[config.mk]
export PLATFORM = sky130hd
export DESIGN_NAME = chipRamTop
export DESIGN_NICKNAME = d
export VERILOG_FILES = /design/src/chipRamPkg.sv /design/src/dmaAddrLatch.sv /design/src/agnusSync.sv /design/src/refreshTimer.sv /design/src/sdramSequencer.sv /design/src/chipRamTop.sv
export VERILOG_INCLUDE_DIRS = /design/src /design/src/src
export SDC_FILE = /design/constraint.sdc
export NUM_CORES = 1
export LEC_CHECK = 0
export ABC_AREA = 0
export BUFFER_PORTS_ARGS = -buffer_cell sky130_fd_sc_hd__buf_2
export CAP_MARGIN = 20
export CORE_ASPECT_RATIO = 1.1
export CORE_MARGIN = 8
export CORE_UTILIZATION = 24
export CTS_CLUSTER_SIZE = 10
export DETAILED_ROUTE_END_ITERATION = 7
export PLACE_DENSITY_LB_ADDON = 0.15
export SYNTH_ARGS = -nofsm -noshare
export SYNTH_HDL_FRONTEND = slang
export SYNTH_SLANG_ARGS = --single-unit
[constraint.sdc]
create_clock -name C1 -period 2.8 [get_ports C1]
set_input_delay 0.56 -clock C1 [delete_from_list [all_inputs] [get_ports C1]]
set_output_delay 0.56 -clock C1 [all_outputs]
set_load 0.02 [all_outputs]
[src/chipRam_cfg.svh]
`ifndef CHIPRAM_CFG_SVH
`define CHIPRAM_CFG_SVH

////////////////////
// Refresh
////////////////////

// 8192 rows every 64 ms, one request per interval
`define REFRESH_CNT_W 8
`define REFRESH_PERIOD 8'd120

// Consecutive CAS cycles before a CPU slot opens
`define CAS_CNT_W 4
`define CAS_GAP_CNT 4'd8

////////////////////
// Sequencer steps
////////////////////

`define STEP_W 5
`define STEP_IDLE 5'd0
`define STEP_FIRST 5'd1

// Power-up sequence
`define INIT_MODE_STEP 5'd2
`define INIT_REF1_STEP 5'd5
`define INIT_REF2_STEP 5'd10
`define INIT_DONE_STEP 5'd15

// Refresh cycle end
`define REF_END_STEP 5'd4

// Single-word access
`define CYC_RW_STEP 5'd6
`define CYC_PRE_STEP 5'd7
`define CYC_TACK_CLR_STEP 5'd8
`define CYC_WEND_STEP 5'd9
`define CYC_RTACK_STEP 5'd11
`define CYC_DEND_STEP 5'd12
`define CYC_CEND_STEP 5'd14

// Mode register, CL 2 and 4-word sequential bursts
`define MODE_WORD_CL 3'd2
`define MODE_WORD_BL 3'b010

`endif

[src/chipRamPkg.sv]
package chipRamPkg;

    // Command bits are {csN, rasN, casN, weN}
    typedef enum logic [3:0] {
        NOP         = 4'b1111,
        PRECHARGE   = 4'b0010,
        ACTIVATE    = 4'b0011,
        READ        = 4'b0101,
        WRITE       = 4'b0100,
        AUTOREFRESH = 4'b0001,
        MODEREG     = 4'b0000
    } sdramCmdE;

    // CMA lines, read as an address or as the mode word
    typedef union packed {
        struct packed {
            // Auto precharge, or all banks on PRECHARGE
            logic       a10;
            logic [9:0] rowCol;
        } addrView;
        struct packed {
            logic       rsvd;
            logic       wbMode;
            logic [1:0] opMode;
            logic [2:0] casLat;
            // Zero for sequential
            logic       burstType;
            logic [2:0] burstLen;
        } modeView;
    } sdramAddrU;

    // SDRAM pins
    typedef struct packed {
        logic       csN;
        logic       rasN;
        logic       casN;
        logic       weN;
        logic [1:0] bank;
        sdramAddrU  cma;
    } sdramBusT;

    // DMA chip DRAM side
    typedef struct packed {
        logic [1:0] rasN;
        // Upper and lower byte strobes
        logic [1:0] casN;
        logic       aweN;
        logic       dbrN;
        logic [9:0] dra;
    } agnusBusT;

    // CPU request, longword address
    typedef struct packed {
        logic        tsN;
        logic        ramSpaceN;
        logic        rnW;
        logic [20:2] addr;
    } cpuReqT;

    // Latched DMA address
    typedef struct packed {
        logic [9:0] row;
        logic [8:0] col;
        logic       a1;
    } dmaAddrT;

    typedef struct packed {
        logic dmaCycle;
        logic dmaWriteCycle;
        logic latchClk;
        logic dbEnN;
        logic dbDir;
    } dmaStatusT;

    typedef struct packed {
        logic cpuCycle;
        logic cpuTack;
        logic clkEn;
    } cpuStatusT;

endpackage

[src/dmaAddrLatch.sv]
module dmaAddrLatch import chipRamPkg::*; (
    input  logic     C1,
    input  logic     REFRESH_RST,
    input  agnusBusT agnusBus,
    input  logic     agnusRev,
    output dmaAddrT  dmaAddr
);

    logic rasActive;
    logic casActive;
    logic rasActD;
    logic rasActDD;
    logic casActD;
    logic rowLoad;
    logic colLoad;

    // Exactly one RAS line low during a row strobe
    assign rasActive = agnusBus.rasN[1] ^ agnusBus.rasN[0];
    // Either byte strobe
    assign casActive = ~&agnusBus.casN;

    always_ff @(posedge C1 or posedge REFRESH_RST) begin
        if (REFRESH_RST) begin
            rasActD  <= 1'b0;
            rasActDD <= 1'b0;
            casActD  <= 1'b0;
        end else begin
            rasActD  <= rasActive;
            rasActDD <= rasActD;
            casActD  <= casActive;
        end
    end

    // Row one cycle after the RAS fall
    assign rowLoad = !agnusBus.dbrN && rasActD && !rasActDD;
    // Column on the first CAS cycle
    assign colLoad = !agnusBus.dbrN && casActive && !casActD;

    always_ff @(posedge C1) begin
        if (rowLoad) begin
            // Earlier revision has no MA9, A19 rides on RAS0
            dmaAddr.row <= agnusRev ? agnusBus.dra : {agnusBus.rasN[0], agnusBus.dra[9:1]};
        end
        if (colLoad) begin
            if (agnusRev) begin
                dmaAddr.col <= agnusBus.dra[9:1];
                dmaAddr.a1  <= agnusBus.dra[0];
            end else begin
                dmaAddr.col <= {1'b0, agnusBus.dra[9:2]};
                dmaAddr.a1  <= agnusBus.dra[1];
            end
        end
    end

endmodule

[src/agnusSync.sv]
`include "chipRam_cfg.svh"

module agnusSync import chipRamPkg::*; (
    input  logic     C1,
    input  logic     REFRESH_RST,
    input  agnusBusT agnusBus,
    input  logic     dmaAccept,
    output logic     dmaStart,
    output logic     slotBlock
);

    logic [5:0]            rasShift;
    logic [1:0]            casSync;
    logic [1:0]            dbrSync;
    logic [`CAS_CNT_W-1:0] casCnt;
    logic                  startCond;
    logic                  startCondQ;

    // RAS held two stages and CAS not yet seen
    assign startCond = rasShift[5] && rasShift[4] && !casSync[1];

    ////////////////////
    // Strobe sync
    ////////////////////

    always_ff @(posedge C1 or posedge REFRESH_RST) begin
        if (REFRESH_RST) begin
            rasShift   <= '0;
            casSync    <= '0;
            dbrSync    <= 2'b11;
            startCondQ <= 1'b0;
            dmaStart   <= 1'b0;
        end else begin
            rasShift   <= {rasShift[4:0], agnusBus.rasN[1] != agnusBus.rasN[0]};
            casSync    <= {casSync[0], ~&agnusBus.casN};
            dbrSync    <= {dbrSync[0], agnusBus.dbrN};
            startCondQ <= startCond;
            // One start per DMA cycle, held for the sequencer
            if (startCond && !startCondQ) begin
                dmaStart <= 1'b1;
            end else if (dmaAccept) begin
                dmaStart <= 1'b0;
            end
        end
    end

    ////////////////////
    // CPU slot window
    ////////////////////

    always_ff @(posedge C1 or posedge REFRESH_RST) begin
        if (REFRESH_RST) begin
            casCnt    <= '0;
            slotBlock <= 1'b1;
        end else if (dbrSync[1]) begin
            // Bus free of DMA requests, wait out CAS only
            casCnt    <= '0;
            slotBlock <= casSync[1];
        end else if (casSync[1]) begin
            // Long CAS run leaves room for one CPU access
            if (casCnt != `CAS_GAP_CNT) begin
                casCnt <= casCnt + 1'b1;
            end
            slotBlock <= (casCnt != `CAS_GAP_CNT);
        end else begin
            casCnt    <= '0;
            slotBlock <= 1'b1;
        end
    end

endmodule

[src/refreshTimer.sv]
`include "chipRam_cfg.svh"

module refreshTimer (
    input  logic C1,
    input  logic REFRESH_RST,
    input  logic refreshDone,
    output logic refreshReq
);

    logic [`REFRESH_CNT_W-1:0] refCnt;

    always_ff @(posedge C1 or posedge REFRESH_RST) begin
        if (REFRESH_RST) begin
            refCnt     <= '0;
            refreshReq <= 1'b0;
        end else if (refreshDone) begin
            // Restart interval on every AUTOREFRESH
            refCnt     <= '0;
            refreshReq <= 1'b0;
        end else begin
            // Saturate, request stays up until served
            if (refCnt != '1) begin
                refCnt <= refCnt + 1'b1;
            end
            refreshReq <= (refCnt > `REFRESH_PERIOD);
        end
    end

endmodule

[src/sdramSequencer.sv]
`include "chipRam_cfg.svh"

module sdramSequencer import chipRamPkg::*; (
    input  logic      C1,
    input  logic      REFRESH_RST,
    input  cpuReqT    cpuReq,
    input  logic      agnusRev,
    // Active low, straight from the DMA chip
    input  logic      agnusWe,
    input  dmaAddrT   dmaAddr,
    input  logic      dmaStart,
    input  logic      slotBlock,
    input  logic      refreshReq,
    output logic      refreshDone,
    output logic      dmaAccept,
    output sdramBusT  sdram,
    output dmaStatusT dmaStatus,
    output cpuStatusT cpuStatus
);

    sdramCmdE           cmd;
    logic [`STEP_W-1:0] step;
    logic               configured;
    logic               cpuPend;
    logic               writeCycle;
    logic [9:0]         cpuRow;
    logic [8:0]         cpuCol;
    logic               cpuStrobe;
    logic               idle;
    logic               dmaGrant;
    logic               refGrant;
    logic               cpuGrant;

    assign cpuStrobe = !cpuReq.tsN && !cpuReq.ramSpaceN;

    // Priority DMA, refresh, CPU
    assign idle     = configured && (step == `STEP_IDLE);
    assign dmaGrant = idle && dmaStart;
    assign refGrant = idle && !dmaStart && refreshReq && !slotBlock;
    assign cpuGrant = idle && !dmaStart && !refGrant && cpuPend && !slotBlock;

    // CPU address split, MA9 only on the later revision
    always_ff @(posedge C1) begin
        if (cpuGrant) begin
            cpuRow <= {cpuReq.addr[19], cpuReq.addr[17:9]};
            cpuCol <= agnusRev ? {cpuReq.addr[20], cpuReq.addr[18], cpuReq.addr[8:2]}
                               : {1'b0, cpuReq.addr[18], cpuReq.addr[8:2]};
        end
    end

    always_ff @(posedge C1 or posedge REFRESH_RST) begin
        if (REFRESH_RST) begin
            cmd                     <= NOP;
            step                    <= `STEP_IDLE;
            configured              <= 1'b0;
            cpuPend                 <= 1'b0;
            writeCycle              <= 1'b0;
            refreshDone             <= 1'b0;
            dmaAccept               <= 1'b0;
            sdram                   <= '{csN: 1'b1, rasN: 1'b1, casN: 1'b1, weN: 1'b1,
                                         bank: 2'b00, cma: '0};
            dmaStatus               <= '{dmaCycle: 1'b0, dmaWriteCycle: 1'b0, latchClk: 1'b0,
                                         dbEnN: 1'b1, dbDir: 1'b1};
            cpuStatus               <= '{cpuCycle: 1'b0, cpuTack: 1'b0, clkEn: 1'b1};
        end else begin

            ////////////////////
            // Pin stage
            ////////////////////

            // Pins follow the command register by one cycle
            {sdram.csN, sdram.rasN, sdram.casN, sdram.weN} <= cmd;
            sdram.bank  <= 2'b00;
            refreshDone <= (cmd == AUTOREFRESH);
            dmaAccept   <= dmaGrant;
            // Request remembered until its ACTIVATE
            cpuPend     <= (cpuPend || cpuStrobe) && !cpuGrant;

            case (cmd)
                PRECHARGE: begin
                    // All banks
                    sdram.cma.addrView.a10    <= 1'b1;
                    sdram.cma.addrView.rowCol <= '0;
                end
                MODEREG: begin
                    sdram.cma.modeView.rsvd      <= 1'b0;
                    sdram.cma.modeView.wbMode    <= 1'b0;
                    sdram.cma.modeView.opMode    <= 2'b00;
                    sdram.cma.modeView.casLat    <= `MODE_WORD_CL;
                    sdram.cma.modeView.burstType <= 1'b0;
                    sdram.cma.modeView.burstLen  <= `MODE_WORD_BL;
                end
                ACTIVATE: begin
                    sdram.cma.addrView.a10    <= 1'b0;
                    sdram.cma.addrView.rowCol <= cpuStatus.cpuCycle ? cpuRow : dmaAddr.row;
                end
                READ, WRITE: begin
                    // No auto precharge, explicit PRECHARGE follows
                    sdram.cma.addrView.a10    <= 1'b0;
                    sdram.cma.addrView.rowCol <= {1'b0, cpuStatus.cpuCycle ? cpuCol : dmaAddr.col};
                end
                default: begin
                    // Address lines hold
                end
            endcase

            ////////////////////
            // Command stage
            ////////////////////

            if (step != `STEP_IDLE) begin
                step <= step + 1'b1;
            end
            cmd <= NOP;

            if (!configured) begin
                // Power-up sequence
                case (step)
                    `STEP_IDLE: begin
                        cmd  <= PRECHARGE;
                        step <= `STEP_FIRST;
                    end
                    `INIT_MODE_STEP: cmd <= MODEREG;
                    `INIT_REF1_STEP, `INIT_REF2_STEP: cmd <= AUTOREFRESH;
                    `INIT_DONE_STEP: begin
                        configured <= 1'b1;
                        step       <= `STEP_IDLE;
                    end
                    default: begin
                    end
                endcase
            end else begin
                case (step)
                    `STEP_IDLE: begin
                        if (dmaGrant) begin
                            cmd                     <= ACTIVATE;
                            step                    <= `CYC_RW_STEP;
                            writeCycle              <= !agnusWe;
                            dmaStatus.dmaCycle      <= 1'b1;
                            dmaStatus.dmaWriteCycle <= !agnusWe;
                            dmaStatus.dbDir         <= !agnusWe;
                            // Word half picked by A1
                            dmaStatus.dbEnN         <= !dmaAddr.a1;
                        end else if (refGrant) begin
                            cmd  <= AUTOREFRESH;
                            step <= `STEP_FIRST;
                        end else if (cpuGrant) begin
                            cmd                <= ACTIVATE;
                            step               <= `CYC_RW_STEP;
                            writeCycle         <= !cpuReq.rnW;
                            cpuStatus.cpuCycle <= 1'b1;
                        end
                    end
                    // Refresh needs a few idle cycles
                    `REF_END_STEP: step <= `STEP_IDLE;
                    `CYC_RW_STEP: cmd <= writeCycle ? WRITE : READ;
                    `CYC_PRE_STEP: begin
                        cmd               <= PRECHARGE;
                        // CPU write acknowledged with WRITE at the pins
                        cpuStatus.cpuTack <= writeCycle && cpuStatus.cpuCycle;
                    end
                    `CYC_TACK_CLR_STEP: cpuStatus.cpuTack <= 1'b0;
                    `CYC_WEND_STEP: begin
                        // Writes finish here
                        if (writeCycle) begin
                            cpuStatus.cpuCycle      <= 1'b0;
                            dmaStatus.dmaCycle      <= 1'b0;
                            dmaStatus.dmaWriteCycle <= 1'b0;
                            dmaStatus.dbEnN         <= 1'b1;
                            dmaStatus.dbDir         <= 1'b1;
                            step                    <= `STEP_IDLE;
                        end
                    end
                    `CYC_RTACK_STEP: begin
                        // Read data valid, CL 2 plus bus delay
                        if (cpuStatus.cpuCycle) begin
                            cpuStatus.cpuTack <= 1'b1;
                            cpuStatus.clkEn   <= 1'b0;
                        end
                        dmaStatus.latchClk <= dmaStatus.dmaCycle;
                    end
                    `CYC_DEND_STEP: begin
                        cpuStatus.cpuTack  <= 1'b0;
                        dmaStatus.latchClk <= 1'b0;
                        // DMA reads finish here
                        if (dmaStatus.dmaCycle) begin
                            dmaStatus.dmaCycle <= 1'b0;
                            dmaStatus.dbEnN    <= 1'b1;
                            step               <= `STEP_IDLE;
                        end
                    end
                    `CYC_CEND_STEP: begin
                        // CPU reads finish, clock released
                        cpuStatus.clkEn    <= 1'b1;
                        cpuStatus.cpuCycle <= 1'b0;
                        step               <= `STEP_IDLE;
                    end
                    default: begin
                    end
                endcase
            end
        end
    end

endmodule

[src/chipRamTop.sv]
module chipRamTop import chipRamPkg::*; (
    input  logic      C1,
    input  logic      REFRESH_RST,
    input  agnusBusT  agnusBus,
    input  cpuReqT    cpuReq,
    // High for the later DMA chip revision
    input  logic      agnusRev,
    output sdramBusT  sdram,
    output dmaStatusT dmaStatus,
    output cpuStatusT cpuStatus
);

    dmaAddrT dmaAddr;
    logic    dmaStart;
    logic    slotBlock;
    logic    refreshReq;
    logic    refreshDone;
    logic    dmaAccept;

    // DMA row and column capture
    dmaAddrLatch dmaAddrLatch_inst (
        .C1          (C1),
        .REFRESH_RST (REFRESH_RST),
        .agnusBus    (agnusBus),
        .agnusRev    (agnusRev),
        .dmaAddr     (dmaAddr)
    );

    // DMA cycle start and CPU slot window
    agnusSync agnusSync_inst (
        .C1          (C1),
        .REFRESH_RST (REFRESH_RST),
        .agnusBus    (agnusBus),
        .dmaAccept   (dmaAccept),
        .dmaStart    (dmaStart),
        .slotBlock   (slotBlock)
    );

    refreshTimer refreshTimer_inst (
        .C1          (C1),
        .REFRESH_RST (REFRESH_RST),
        .refreshDone (refreshDone),
        .refreshReq  (refreshReq)
    );

    // Command bus and status outputs
    sdramSequencer sdramSequencer_inst (
        .C1          (C1),
        .REFRESH_RST (REFRESH_RST),
        .cpuReq      (cpuReq),
        .agnusRev    (agnusRev),
        .agnusWe     (agnusBus.aweN),
        .dmaAddr     (dmaAddr),
        .dmaStart    (dmaStart),
        .slotBlock   (slotBlock),
        .refreshReq  (refreshReq),
        .refreshDone (refreshDone),
        .dmaAccept   (dmaAccept),
        .sdram       (sdram),
        .dmaStatus   (dmaStatus),
        .cpuStatus   (cpuStatus)
    );

endmodule

After elaboration in Yosys (flattened, before gate mapping):

Index checks and enable logic that the tools add are counted.

* register bits after elaboration: 105
* output and inout port bits: 25

* $lt $le $gt $ge: 1
* add/sub/neg operators: 3
* eq/ne operators: 29
* reductions and logical operators: 60
* bitwise operators: 1
* muxes and demuxes: 54

Operator list (count)
* 11-bit case mux with 4 select lines: 1
* 5-bit by 4-bit equality test with 1-bit output, second input constant: 7
* 5-bit two-way mux: 7
* 4-bit two-way mux: 7
* 4-bit case mux with 3 select lines: 2
* 5-bit by 3-bit equality test with 1-bit output, second input constant: 4
* 10-bit two-way mux: 2
* 5-bit case mux with 4 select lines: 1
* 1-bit logical AND: 18
* 9-bit two-way mux: 2
* 1-bit two-way mux: 16
* 8-bit two-way mux: 2
* 1-bit zero test: 15
* 2-bit by 1-bit inequality test with 1-bit output, second input constant: 6
* 1-bit case mux with 3 select lines: 4
* 4-bit AND reduction: 3
* 2-bit nonzero test: 6
* 2-bit two-way mux: 5
* 5-bit case mux with 2 select lines: 1
* 3-bit nonzero test: 3
* 8-bit by 1-bit adder with 8-bit output, second input constant: 1
* 4-bit by 2-bit equality test with 1-bit output, second input constant: 2
* 4-bit by 3-bit equality test with 1-bit output, second input constant: 2
* 8-bit by 7-bit > comparator with 1-bit output, second input constant: 1
* 21 further kinds: 30

Depth between registers and ports, before layout:

Gate-level depths: netlist of run 1.

* word-level depth: 14
* mapped depth: 8

By module:

From an unflattened synthesis of run 1, not the netlist that was laid out.

* cells, all modules: 397
* area, all modules: 4849.7 µm²

Modules (own cells, without submodules)
* sdramSequencer: area each 2849.0 µm², times used 1, sequential area each 1510.2 µm², cells an instance 257
* dmaAddrLatch: area each 872.1 µm², times used 1, sequential area each 675.6 µm², cells an instance 40
* agnusSync: area each 603.1 µm², times used 1, sequential area each 429.2 µm², cells an instance 44
* refreshTimer: area each 525.5 µm², times used 1, sequential area each 225.2 µm², cells an instance 56

Least setup slack after synthesis of run 1:

OpenSTA, ideal clock, no wires.

* kind: reg2reg
* from: register sdramSequencer_inst.step[0]
* to: register sdramSequencer_inst.cpuCol[0], enable pin
* stages on the path, launching flop included: 6
* required time: 2.420 ns
* setup slack: 0.723 ns
* arrival: 1.698 ns
* clock period less this slack: 2.077 ns
* cells stage by stage: dfrtp_1 > inv_1 > ha_1 > buf_2 > nor4b_2 > and3_1

* longest elaborated chain between the ends: 9

Ends and longest elaborated chain
* from (decl): line sdramSequencer.sv:22 `` logic [`STEP_W-1:0] step; ``
* from (signal assigned): line sdramSequencer.sv:54 `` step <= `STEP_IDLE; ``
* from (signal assigned): line sdramSequencer.sv:112 `step <= step + 1'b1;`
* from (signal assigned): line sdramSequencer.sv:121 `` step <= `STEP_FIRST; ``
* 5-bit zero test (no line) (*)
* 1-bit logical AND (*): line sdramSequencer.sv:37 `` assign idle = configured && (step == `STEP_IDLE); ``
* 1-bit logical AND (*): line sdramSequencer.sv:39, sdramSequencer.sv:40
* 1-bit logical AND (2 in a row): line sdramSequencer.sv:39 `assign refGrant = idle && !dmaStart && refreshReq && !slotBlock;`
* 1-bit zero test: line sdramSequencer.sv:40 `assign cpuGrant = idle && !dmaStart && !refGrant && cpuPend && !slotBlock;`
* 1-bit logical AND (*) (3 in a row): line sdramSequencer.sv:40
* via sdramSequencer_inst.cpuGrant: line sdramSequencer.sv:32 `logic cpuGrant;`
* to (signal assigned): line sdramSequencer.sv:46 `cpuCol <= agnusRev ? {cpuReq.addr[20], cpuReq.addr[18], cpuReq.addr[8:2]}`
* to (decl): line sdramSequencer.sv:27 `logic [8:0] cpuCol;`

Mark *: on every way through the listed nets, which the timed path passes. The rest lies on a longest branch.
A chain may end at the register's enable or synchronous reset.

Worst setup path after layout of run 1:

* from: register sdramSequencer_inst.step[0]
* to: register sdramSequencer_inst.step[2]

* longest elaborated chain between the ends: 14
* elaborated cells between the ends (all ways): 27
* those cells by class: 1 x add/sub; 5 x eq/ne; 9 x mux; 12 x reduce/logical

Ends and longest elaborated chain
* 5-bit zero test: line sdramSequencer.sv:118, sdramSequencer.sv:133
* 1-bit logical AND: line sdramSequencer.sv:37
* 1-bit logical AND: line sdramSequencer.sv:39, sdramSequencer.sv:40
* 1-bit logical AND (2 in a row): line sdramSequencer.sv:39
* 1-bit zero test: line sdramSequencer.sv:40
* 1-bit logical AND (3 in a row): line sdramSequencer.sv:40
* 5-bit two-way mux: line sdramSequencer.sv:147 `end else if (cpuGrant) begin`
* 5-bit two-way mux: line sdramSequencer.sv:144 `end else if (refGrant) begin`
* 5-bit two-way mux: line sdramSequencer.sv:135 `if (dmaGrant) begin`
* 5-bit case mux with 4 select lines: line sdramSequencer.sv:133 `case (step)`
* 5-bit two-way mux (*): line sdramSequencer.sv:116 `if (!configured) begin`

Mark *: on every way between the ends. The rest lies on a longest branch, timed or not.

==> results of run 1 <==
==> final cells by class <==
cell class	count	share of cell area
Inverter	16	0.0110
Clock inverter	7	0.0188
Timing Repair Buffer	70	0.0697
Tap cell	243	0.0557
Sequential cell	102	0.507
Multi-Input combinational cell	234	0.297
Clock buffer	9	0.0413
==> layout by cell type (no fill, tap or decap), types with 11 or more instances in the layout <==
cell type	synthesis	routed
buf_2	7	63
dfstp_2	14	14
a21oi_1	18	18
nor2_1	26	26
nand2_1	29	29
edfxtp_1	39	39
dfrtp_1	49	49
mux2i_1	22	22
inv_1	16	15
mux2_2	11	11
o21ai_0	12	12
==> worst min path at each step <==
stage,startpoint,endpoint,cells after the start
after floorplan,agnusSync_inst.rasShift[2]$_DFF_PP0_,agnusSync_inst.rasShift[3]$_DFF_PP0_,0
after global placement,agnusSync_inst.rasShift[3]$_DFF_PP0_,agnusSync_inst.rasShift[4]$_DFF_PP0_,0
after detailed placement,agnusSync_inst.rasShift[3]$_DFF_PP0_,agnusSync_inst.rasShift[4]$_DFF_PP0_,0
after CTS,REFRESH_RST,refreshTimer_inst.refCnt[4]$_DFFE_PP0P_,3
after global routing,REFRESH_RST,refreshTimer_inst.refCnt[4]$_DFFE_PP0P_,3
final,REFRESH_RST,refreshTimer_inst.refCnt[3]$_DFFE_PP0P_,3
==> per-layer routing <==
metal	share of wire	vias to the layer above
li1	-	1468
met1	0.45	1488
met2	0.48	83
met3	0.060	13
met4	0.015	0
met5	0	-
==> through the flow <==
step / setup slack (ns) / instance area, um^2 / instances / total power [mW]
2_1_floorplan: 0.693 / 4520 / 368 / 3.23
3_3_place_gp: 0.739 / 5130 / 665 / 3.72
3_5_place_dp: 0.686 / 5130 / 665 / 3.72
4_1_cts: 0.661 / 5460 / 681 / 5.13
5_1_grt: 0.467 / 5460 / 681 / 5.37
6_report: 0.694 / 5460 / 681 / 5.05
==> report_power, final <==
group          switching (mW)  internal [mW]
combinational           0.807          0.615
clock                   0.585          0.795
sequential              0.343           1.90
==> logic make-up (layout without fill, tap and decap cells) <==
group                    Yosys count  count (layout)  synth area share
AND/OR/NAND/NOR                  113             113             0.132
flip-flops                       102             102             0.613
AO/OA/AOI/OAI                     69              69             0.107
multiplexers                      33              33            0.0762
buffers and inverters             32             102            0.0310
adder cells (fa/ha/maj)            9               9            0.0249
XOR/XNOR                           8               8            0.0155
other                              1               2          0.000831
==> worst min-delay path, stage by stage <==
cell    delay (ns)
buf_2         0.10
inv_2         0.06
buf_12        0.29
==> state kept, by name, indices dropped and copies added (netlist names), 2 cells and up <==
signal / count
refreshTimer_inst.refCnt: 8
sdramSequencer_inst.sdram: 15
sdramSequencer_inst.step: 5
dmaAddrLatch_inst.dmaAddr: 20
agnusSync_inst.casSync: 2
sdramSequencer_inst.dmaStatus: 5
sdramSequencer_inst.cpuStatus: 3
sdramSequencer_inst.cpuRow: 10
agnusSync_inst.casCnt: 4
sdramSequencer_inst.cpuCol: 9
sdramSequencer_inst.cmd: 4
agnusSync_inst.dbrSync: 2
agnusSync_inst.rasShift: 6
==> impl_metrics.json, run 1 <==
{
  "cts.sinks": 102,
  "yosysWarningCount": 0,
  "grtUsageTotal": 0.0959,
  "crit_buf_inv": 2,
  "std_cell_rows": 52,
  "rsz0062_at_grt": "false",
  "htree_levels": 3,
  "worstSetupEndpoint": "sdramSequencer_inst.step[2]$_DFF_PP0_",
  "use_met2": 0.154,
  "drc": 0,
  "path_clk_slew_ns": 0.07,
  "multi_input_area_um2": 1620,
  "synthArstFlopShare": 0.618,
  "crit_family": "compound AO/OA/AOI/OAI gates",
  "finalHoldViolCount": 0,
  "pwr_density_cell_nw_per_um2": 925,
  "port_buffers": 63,
  "busiest_layer": "met2",
  "status": "finished, final reports clean",
  "area_growth_pct": 20.8,
  "first_iter_violations": 178,
  "crit_chain": "inv_1 > ha_1 > nor4b_2 > buf_4 > a2111oi_1 > a21oi_1",
  "cp_max_fo": 11,
  "use_met1": 0.120,
  "clock_latency_ns": 0.35,
  "crit_path_start": "sdramSequencer_inst.step[0]$_DFF_PP0_",
  "worst_pin_slew_ns": 0.772,
  "antenna_found_initial": 0,
  "crit_slowest_cell": "a2111oi_1",
  "ctsRootBufferMaster": "clkbuf_16",
  "num_antenna_cells": 0,
  "ff2ff_setup_slack_ns": 0.69,
  "synth_common_cells": "dfrtp_1, edfxtp_1, nand2_1, nor2_1, mux2i_1",
  "cp.required_ns": 3.00,
  "yosysSeqAreaShare": 0.613,
  "core_um2": 18400,
  "ys_top_cells_by_area": "dfrtp_1, edfxtp_1, dfstp_2, mux2i_1, mux2_2",
  "regArea_um2": 2770,
  "critPathArrivalTime_ns": 2.31,
  "path_class": "reg -> reg",
  "yosysMostFrequentCell": "dfrtp_1",
  "worstReg2RegStart": "sdramSequencer_inst.step[0]$_DFF_PP0_",
  "cts_resized": 0,
  "initial_core_util": 0.245,
  "drtAntennaViolNets": 0,
  "nets": 483,
  "synth_flop_cell": "dfrtp_1",
  "grt_pass1_wl_mm": 17.7,
  "synth_edf_count": 39,
  "wl_per_cell_um": 16.0,
  "num_vias": 3052,
  "synth_area_um2": 4510,
  "synth_top_area_cell": "dfrtp_1",
  "cts_setup_buffers": 0,
  "drtPass1Iterations": 4,
  "p_leak_nw": 2.23,
  "cts_tree": "done",
  "grt_pass1_vias": 3195,
  "fin_util": 0.296,
  "grt_max_degree": 64,
  "place_congestion": 0.800,
  "dp_hpwl_mm": 7.80,
  "period_share": 0.752,
  "ys_types": 56,
  "cap_violations": 0,
  "worst_hold_path_type": "in -> async",
  "fin_tns_setup_ns": 0,
  "num_io_pins": 66,
  "slew_violations": 0,
  "grt_overflow_total": 0,
  "slowest_delay_ns": 0.56,
  "use_met3": 0.0288,
  "start_kind": "flop",
  "avgViaCountPerCell": 4.48,
  "drive_above_1_share": 0.274,
  "synth_top_cell_area_share": 0.272,
  "fmax_mhz": 475,
  "r2r_cells": 6,
  "avgSynthCellArea_um2": 12.3,
  "cp_num_cells": 6,
  "die_w_um": 147,
  "endpoint_kind": "flop",
  "clockBufferDepth": 2,
  "cts_buffers": 9,
  "synth.ff_latch_count": 102,
  "synth_cells": 367,
  "hold_buffers": 0,
  "dieArea_um2": 23500,
  "nFillCells": 1910,
  "setup-violations-final": 0,
  "hold_ws_ns": 0.264,
  "slew_headroom": 0.486,
  "ir_drop_v": 0.000336,
  "r2r-end": "sdramSequencer_inst.step[2]$_DFF_PP0_",
  "dieHeight_um": 160,
  "skew_ns": 0.00832,
  "wl_mm": 10.9,
  "fin_crit_ns": 2.11
}
(Power assumes the default switching activity.)
==> run 2, diff against run 1 <==
- ABC_AREA: 0 -> 1
- clock period: 2.8 -> 2.05 ns (I/O delays scaled with it)
==> run 2 against run 1 <==
Combinational power is 73% higher. Highest routed layer unchanged. Sequential share of layout area down 1.5 points. Critical path depth grew 1. Critical path type unchanged. Non-clock buffer count up 3. Register-to-register slack got worse by 0.54 ns. Largest power group unchanged. Sequential power up 32%. Clock power rose by 23%. Utilization shrank 0.28 points. Worst setup slack got worse by 0.54 ns.
==> impl_metrics.json, run 2 <==
{
  "status": "finished, final reports clean",
  "cts_buffers": 9,
  "synthArstFlopShare": 0.618,
  "cp_max_fo": 12,
  "wl_met1_mm": 5.62,
  "fin_crit_ns": 1.89,
  "ys_top_cells_by_area": "dfrtp_1, edfxtp_1, nand2_1, dfstp_2, inv_1",
  "fin_util": 0.293,
  "avgViaCountPerCell": 4.18,
  "clkPwrFrac": 0.239,
  "dieArea_um2": 24300,
  "wl_mm": 11.4,
  "grt_pass1_vias": 3570,
  "std_cell_rows": 53,
  "wl_met2_mm": 5.26,
  "largest_register": "dmaAddrLatch_inst.dmaAddr",
  "dieHeight_um": 163,
  "synth_common_cells": "nand2_1, inv_1, dfrtp_1, nor2_1, edfxtp_1",
  "synth_edf_count": 39,
  "grtUsageTotal": 0.0982,
  "p_leak_nw": 2.68,
  "avgSynthCellArea_um2": 9.40,
  "num_vias": 3447,
  "route.met3.wl_um": 343,
  "nFillCells": 2051,
  "num_io_pins": 66,
  "start_kind": "flop",
  "htree_levels": 3,
  "synth.ff_latch_count": 102,
  "mostFrequentLayoutCell": "nand2_1",
  "worst_hold_path_type": "in -> async",
  "skew_ns": 0.00656,
  "pwr_density_cell_nw_per_um2": 1260,
  "layout_common_cells": "nand2_1, inv_1, buf_2, dfrtp_1, nor2_1",
  "switchingPower_mw": 2.74,
  "p_comb_frac": 0.346,
  "highest_layer": "met4",
  "drtPass1Iterations": 4,
  "hold_buffers": 0,
  "drc": 0,
  "place_congestion": 0.820,
  "critPathArrivalTime_ns": 1.94,
  "grt_pass1_wl_mm": 18.6,
  "seqPwrFrac": 0.415,
  "yosysSeqAreaShare": 0.589,
  "grt_max_degree": 64,
  "largest_reg_flops": 20,
  "synth_cells": 499,
  "period_share": 0.924,
  "setup-violations-final": 0,
  "drtAntennaViolNets": 0,
  "reg_top3": "dmaAddrLatch_inst.dmaAddr (20), sdramSequencer_inst.sdram (15), sdramSequencer_inst.cpuRow (10)",
  "synth_top_area_cell": "dfrtp_1",
  "yosysWarningCount": 0,
  "first_iter_violations": 151,
  "wl_per_cell_um": 13.9,
  "synth_top_cell_area_share": 0.261,
  "clockBufferDepth": 2,
  "internal_power_mw": 4.37,
  "switching_share": 0.385,
  "port_buffers": 63,
  "ys_types": 47,
  "num_antenna_cells": 0,
  "rsz0062_at_grt": "false",
  "initial_core_util": 0.245,
  "area_growth_pct": 19.9,
  "core_um2": 19200,
  "cts.sinks": 102,
  "ir_drop_v": 0.000527,
  "slew_violations": 0,
  "yosysMostFrequentCell": "nand2_1",
  "finalHoldViolCount": 0,
  "synth_flop_cell": "dfrtp_1",
  "stdcell_area_um2": 5620,
  "endpoint_kind": "flop",
  "fmax_mhz": 528,
  "cts_setup_buffers": 0,
  "ctsRootBufferMaster": "clkbuf_16",
  "cap_violations": 0,
  "postPlaceCellArea_um2": 5330,
  "antenna_found_initial": 0,
  "synth_area_um2": 4690,
  "nets": 622,
  "drive_above_1_share": 0.225,
  "path_class": "reg -> reg",
  "path_clk_slew_ns": 0.07,
  "die_w_um": 149,
  "clock_latency_ns": 0.35,
  "hold_ws_ns": 0.137,
  "grt_overflow_total": 0,
  "cp.required_ns": 2.10,
  "cts_resized": 0,
  "cts_tree": "done",
  "fin_tns_setup_ns": 0,
  "dp_hpwl_mm": 8.61
}
-- run 2: final cells by class --
| class | count | area, um^2 | area share |
|---|---|---|---|
| Clock buffer | 11 | 253 | 0.0449 |
| Clock inverter | 5 | 41.3 | 0.00734 |
| Inverter | 69 | 259 | 0.0461 |
| Multi-Input combinational cell | 317 | 1590 | 0.283 |
| Sequential cell | 102 | 2770 | 0.492 |
| Tap cell | 247 | 309 | 0.0549 |
| Timing Repair Buffer | 73 | 403 | 0.0716 |
-- run 2: worst paths after layout --
kind | slack, ns | start | to | cells after the start
max | 0.16 | sdramSequencer_inst.step[0]$_DFF_PP0_ | sdramSequencer_inst.cpuCol[6]$_DFFE_PP_ | 7
min | 0.14 | REFRESH_RST | refreshTimer_inst.refCnt[6]$_DFFE_PP0P_ | 3
max reg2reg | 0.16 | sdramSequencer_inst.step[0]$_DFF_PP0_ | sdramSequencer_inst.cpuCol[6]$_DFFE_PP_ | 7
min reg2reg | 0.35 | agnusSync_inst.rasShift[3]$_DFF_PP0_ | agnusSync_inst.rasShift[4]$_DFF_PP0_ | 0
max in group asynchronous | 1.59 | REFRESH_RST | agnusSync_inst.dbrSync[1]$_DFF_PP1_ | 3
min in group C1 | 0.19 | agnusBus[10] | agnusSync_inst.dbrSync[0]$_DFF_PP1_ | 1
-- run 2: routing by layer --
layer | GRT usage | vias up
met4 | 0.0432 | 0
met5 | 0 | -
met3 | 0.0178 | 13
met2 | 0.152 | 62
li1 | - | 1755
met1 | 0.132 | 1617
-- run 2: power by group through the flow --
stage / registers (mW) / clock network [mW] / logic (mW)
finish: 2.95 / 1.70 / 2.46
global route: 3.02 / 1.85 / 2.83
CTS: 2.97 / 1.76 / 2.52
floorplan: 3.15 / 0 / 1.60
global placement: 3.00 / 0 / 2.50
detailed placement: 3.01 / 0 / 2.51
-- run 2: stage by stage --
stage	worst slack [ns]	total power [mW]	cells
after global placement	0.191	5.50	808
final	0.156	7.11	824
after CTS	0.115	7.25	824
after floorplan	0.0934	4.75	500
after detailed placement	0.124	5.52	808
after global routing	0.00316	7.70	824
-- run 2: worst max-delay path, cell delays in order (launching register included) --
cell	delay, ns
dfrtp_1	0.43
inv_1	0.13
ha_1	0.20
inv_1	0.07
nor2_4	0.15
nand4_1	0.21
nor2_4	0.18
buf_4	0.23
-- run 2: cell families after synthesis --
family / Yosys count / share of synthesized area
flip-flops: 102 / 0.589
AND/OR/NAND/NOR: 239 / 0.226
XOR/XNOR: 2 / 0.00373
multiplexers: 1 / 0.00240
other: 1 / 0.000799
buffers and inverters: 81 / 0.0733
adder cells (fa/ha/maj): 9 / 0.0240
AO/OA/AOI/OAI: 64 / 0.0808
==> run 3, diff against run 2 <==
- PLACE_DENSITY: not set -> 0.47
- PLACE_DENSITY_LB_ADDON: 0.15 -> not set
==> run 3 against run 2 <==
Power down 0.65%. Critical path depth stayed put. Via count increased by 0.87%. Hold slack got worse by 0.028 ns. Non-clock buffer count down 1. Clock skew grew 0.0036 ns. Critical endpoint is now sdramSequencer_inst.cpuCol[1]$_DFFE_PP_. Largest power group unchanged. Worst setup slack improved by 0.046 ns. Routed wire length down 3.7%. Maximum frequency grew 2.5%.
==> impl_metrics.json, run 3 (synthesis results as in run 2) <==
{
  "grt_pass1_vias": 3588,
  "place_congestion": 0.869,
  "avgViaCountPerCell": 4.22,
  "std_cell_rows": 53,
  "wl_mm": 11.0,
  "endpoint_kind": "flop",
  "drtPass1Iterations": 4,
  "worst_pin_slew_ns": 0.550,
  "grt_max_degree": 23,
  "fmax_mhz": 541,
  "slew_headroom": 0.633,
  "antenna_found_initial": 0,
  "port_buffers": 63,
  "ff2ff_setup_slack_ns": 0.20,
  "path_clk_slew_ns": 0.07,
  "start_kind": "flop",
  "power_mw": 7.07,
  "stdcell_area_um2": 5640,
  "largest_register": "dmaAddrLatch_inst.dmaAddr",
  "critPathArrivalTime_ns": 1.90,
  "cts_tree": "done",
  "core_um2": 19200,
  "r2r-end": "sdramSequencer_inst.cpuCol[1]$_DFFE_PP_",
  "drtAntennaViolNets": 0,
  "setup-violations-final": 0,
  "wl_per_cell_um": 13.4,
  "cts.sinks": 102,
  "ctsRootBufferMaster": "clkbuf_16",
  "period_share": 0.902,
  "grt_overflow_total": 0,
  "dp_hpwl_mm": 8.51,
  "status": "finished, final reports clean",
  "dp.cells": 807,
  "clock_latency_ns": 0.35,
  "cts_resized": 0,
  "cts_buffers": 9,
  "fin_tns_setup_ns": 0,
  "stdcell_count": 823,
  "crit_path_start": "sdramSequencer_inst.step[0]$_DFF_PP0_",
  "cp.required_ns": 2.10,
  "cts_setup_buffers": 0,
  "num_vias": 3477,
  "r2r_cells": 7,
  "hold_ws_ns": 0.109,
  "htree_levels": 3,
  "die_w_um": 149,
  "drive_above_1_share": 0.224,
  "mostFrequentLayoutCell": "nand2_1",
  "cp_max_fo": 20,
  "dieHeight_um": 163,
  "crit_chain": "inv_1 > ha_1 > inv_1 > nor2_4 > nand4_1 > nor2_4 > buf_12",
  "num_antenna_cells": 0,
  "skew_ns": 0.0102,
  "crit_slowest_cell": "dfrtp_1",
  "cap_violations": 0,
  "postPlaceCellArea_um2": 5350,
  "grt_pass1_wl_mm": 18.3,
  "grtUsageTotal": 0.0952,
  "path_class": "reg -> reg",
  "num_io_pins": 66,
  "worst_hold_path_type": "in -> async",
  "nets": 621,
  "fin_crit_ns": 1.85,
  "dieArea_um2": 24300,
  "finalHoldViolCount": 0,
  "rsz0062_at_grt": "false",
  "reg_top3": "dmaAddrLatch_inst.dmaAddr (20), sdramSequencer_inst.sdram (15), sdramSequencer_inst.cpuRow (10)",
  "pwr_density_cell_nw_per_um2": 1250,
  "area_growth_pct": 20.1,
  "largest_reg_flops": 20,
  "ir_drop_v": 0.000422,
  "slowest_delay_ns": 0.44,
  "hold_buffers": 0,
  "layout_common_cells": "nand2_1, inv_1, buf_2, dfrtp_1, nor2_1",
  "clockBufferDepth": 2,
  "p_leak_nw": 2.68,
  "worstReg2RegStart": "sdramSequencer_inst.step[0]$_DFF_PP0_",
  "initial_core_util": 0.245,
  "slew_violations": 0,
  "worstSetupEndpoint": "sdramSequencer_inst.cpuCol[1]$_DFFE_PP_",
  "first_iter_violations": 282,
  "drc": 0
}
run 3: metal layers:
metal / GRT usage / up-vias / part of all wire
met2: 0.153 / 79 / 0.46
met3: 0.0189 / 15 / 0.037
met1: 0.123 / 1620 / 0.48
met5: 0 / - / 0
met4: 0.0377 / 0 / 0.019
li1: - / 1763 / -
run 3: final cells by class:
type                       instances  area, um^2
timing repair buffer              72         420
clock buffer                       9         225
multi-input combinational        317        1590
sequential                       102        2770
fill                            1990       13500
inverter                          69         259
clock inverter                     7        63.8
tap                              247         309
run 3: worst min-delay path by stage:
stage / cells after the start / to / slack (ns)
after CTS: 2 / sdramSequencer_inst.step[1]$_DFF_PP0_ / 0.12
after global placement: 0 / agnusSync_inst.rasShift[4]$_DFF_PP0_ / 0.34
final: 2 / sdramSequencer_inst.step[1]$_DFF_PP0_ / 0.11
after detailed placement: 0 / agnusSync_inst.rasShift[3]$_DFF_PP0_ / 0.34
after global routing: 2 / sdramSequencer_inst.configured$_DFF_PP0_ / 0.14
after floorplan: 0 / agnusSync_inst.rasShift[3]$_DFF_PP0_ / 0.33
run 3: through the flow:
| step | worst slack, ns | utilization |
|---|---|---|
| 4_1_cts | 0.201 | 0.294 |
| 3_3_place_gp | 0.261 | 0.279 |
| 6_report | 0.202 | 0.294 |
| 3_5_place_dp | 0.214 | 0.279 |
| 5_1_grt | 0.103 | 0.294 |
| 2_1_floorplan | 0.0934 | - |
run 3: critical path: cells and delay by family, from the launching register on:
family	cells	cell delay (ns)
adder cells (fa/ha/maj)	1	0.20
buffers and inverters	3	0.39
flip-flops	1	0.44
AND/OR/NAND/NOR	3	0.53
run 3: report_power, final:
part | total (mW) | internal [mW] | switching (mW)
clock | 1.67 | 0.854 | 0.813
sequential | 2.96 | 2.62 | 0.335
combinational | 2.45 | 0.837 | 1.61
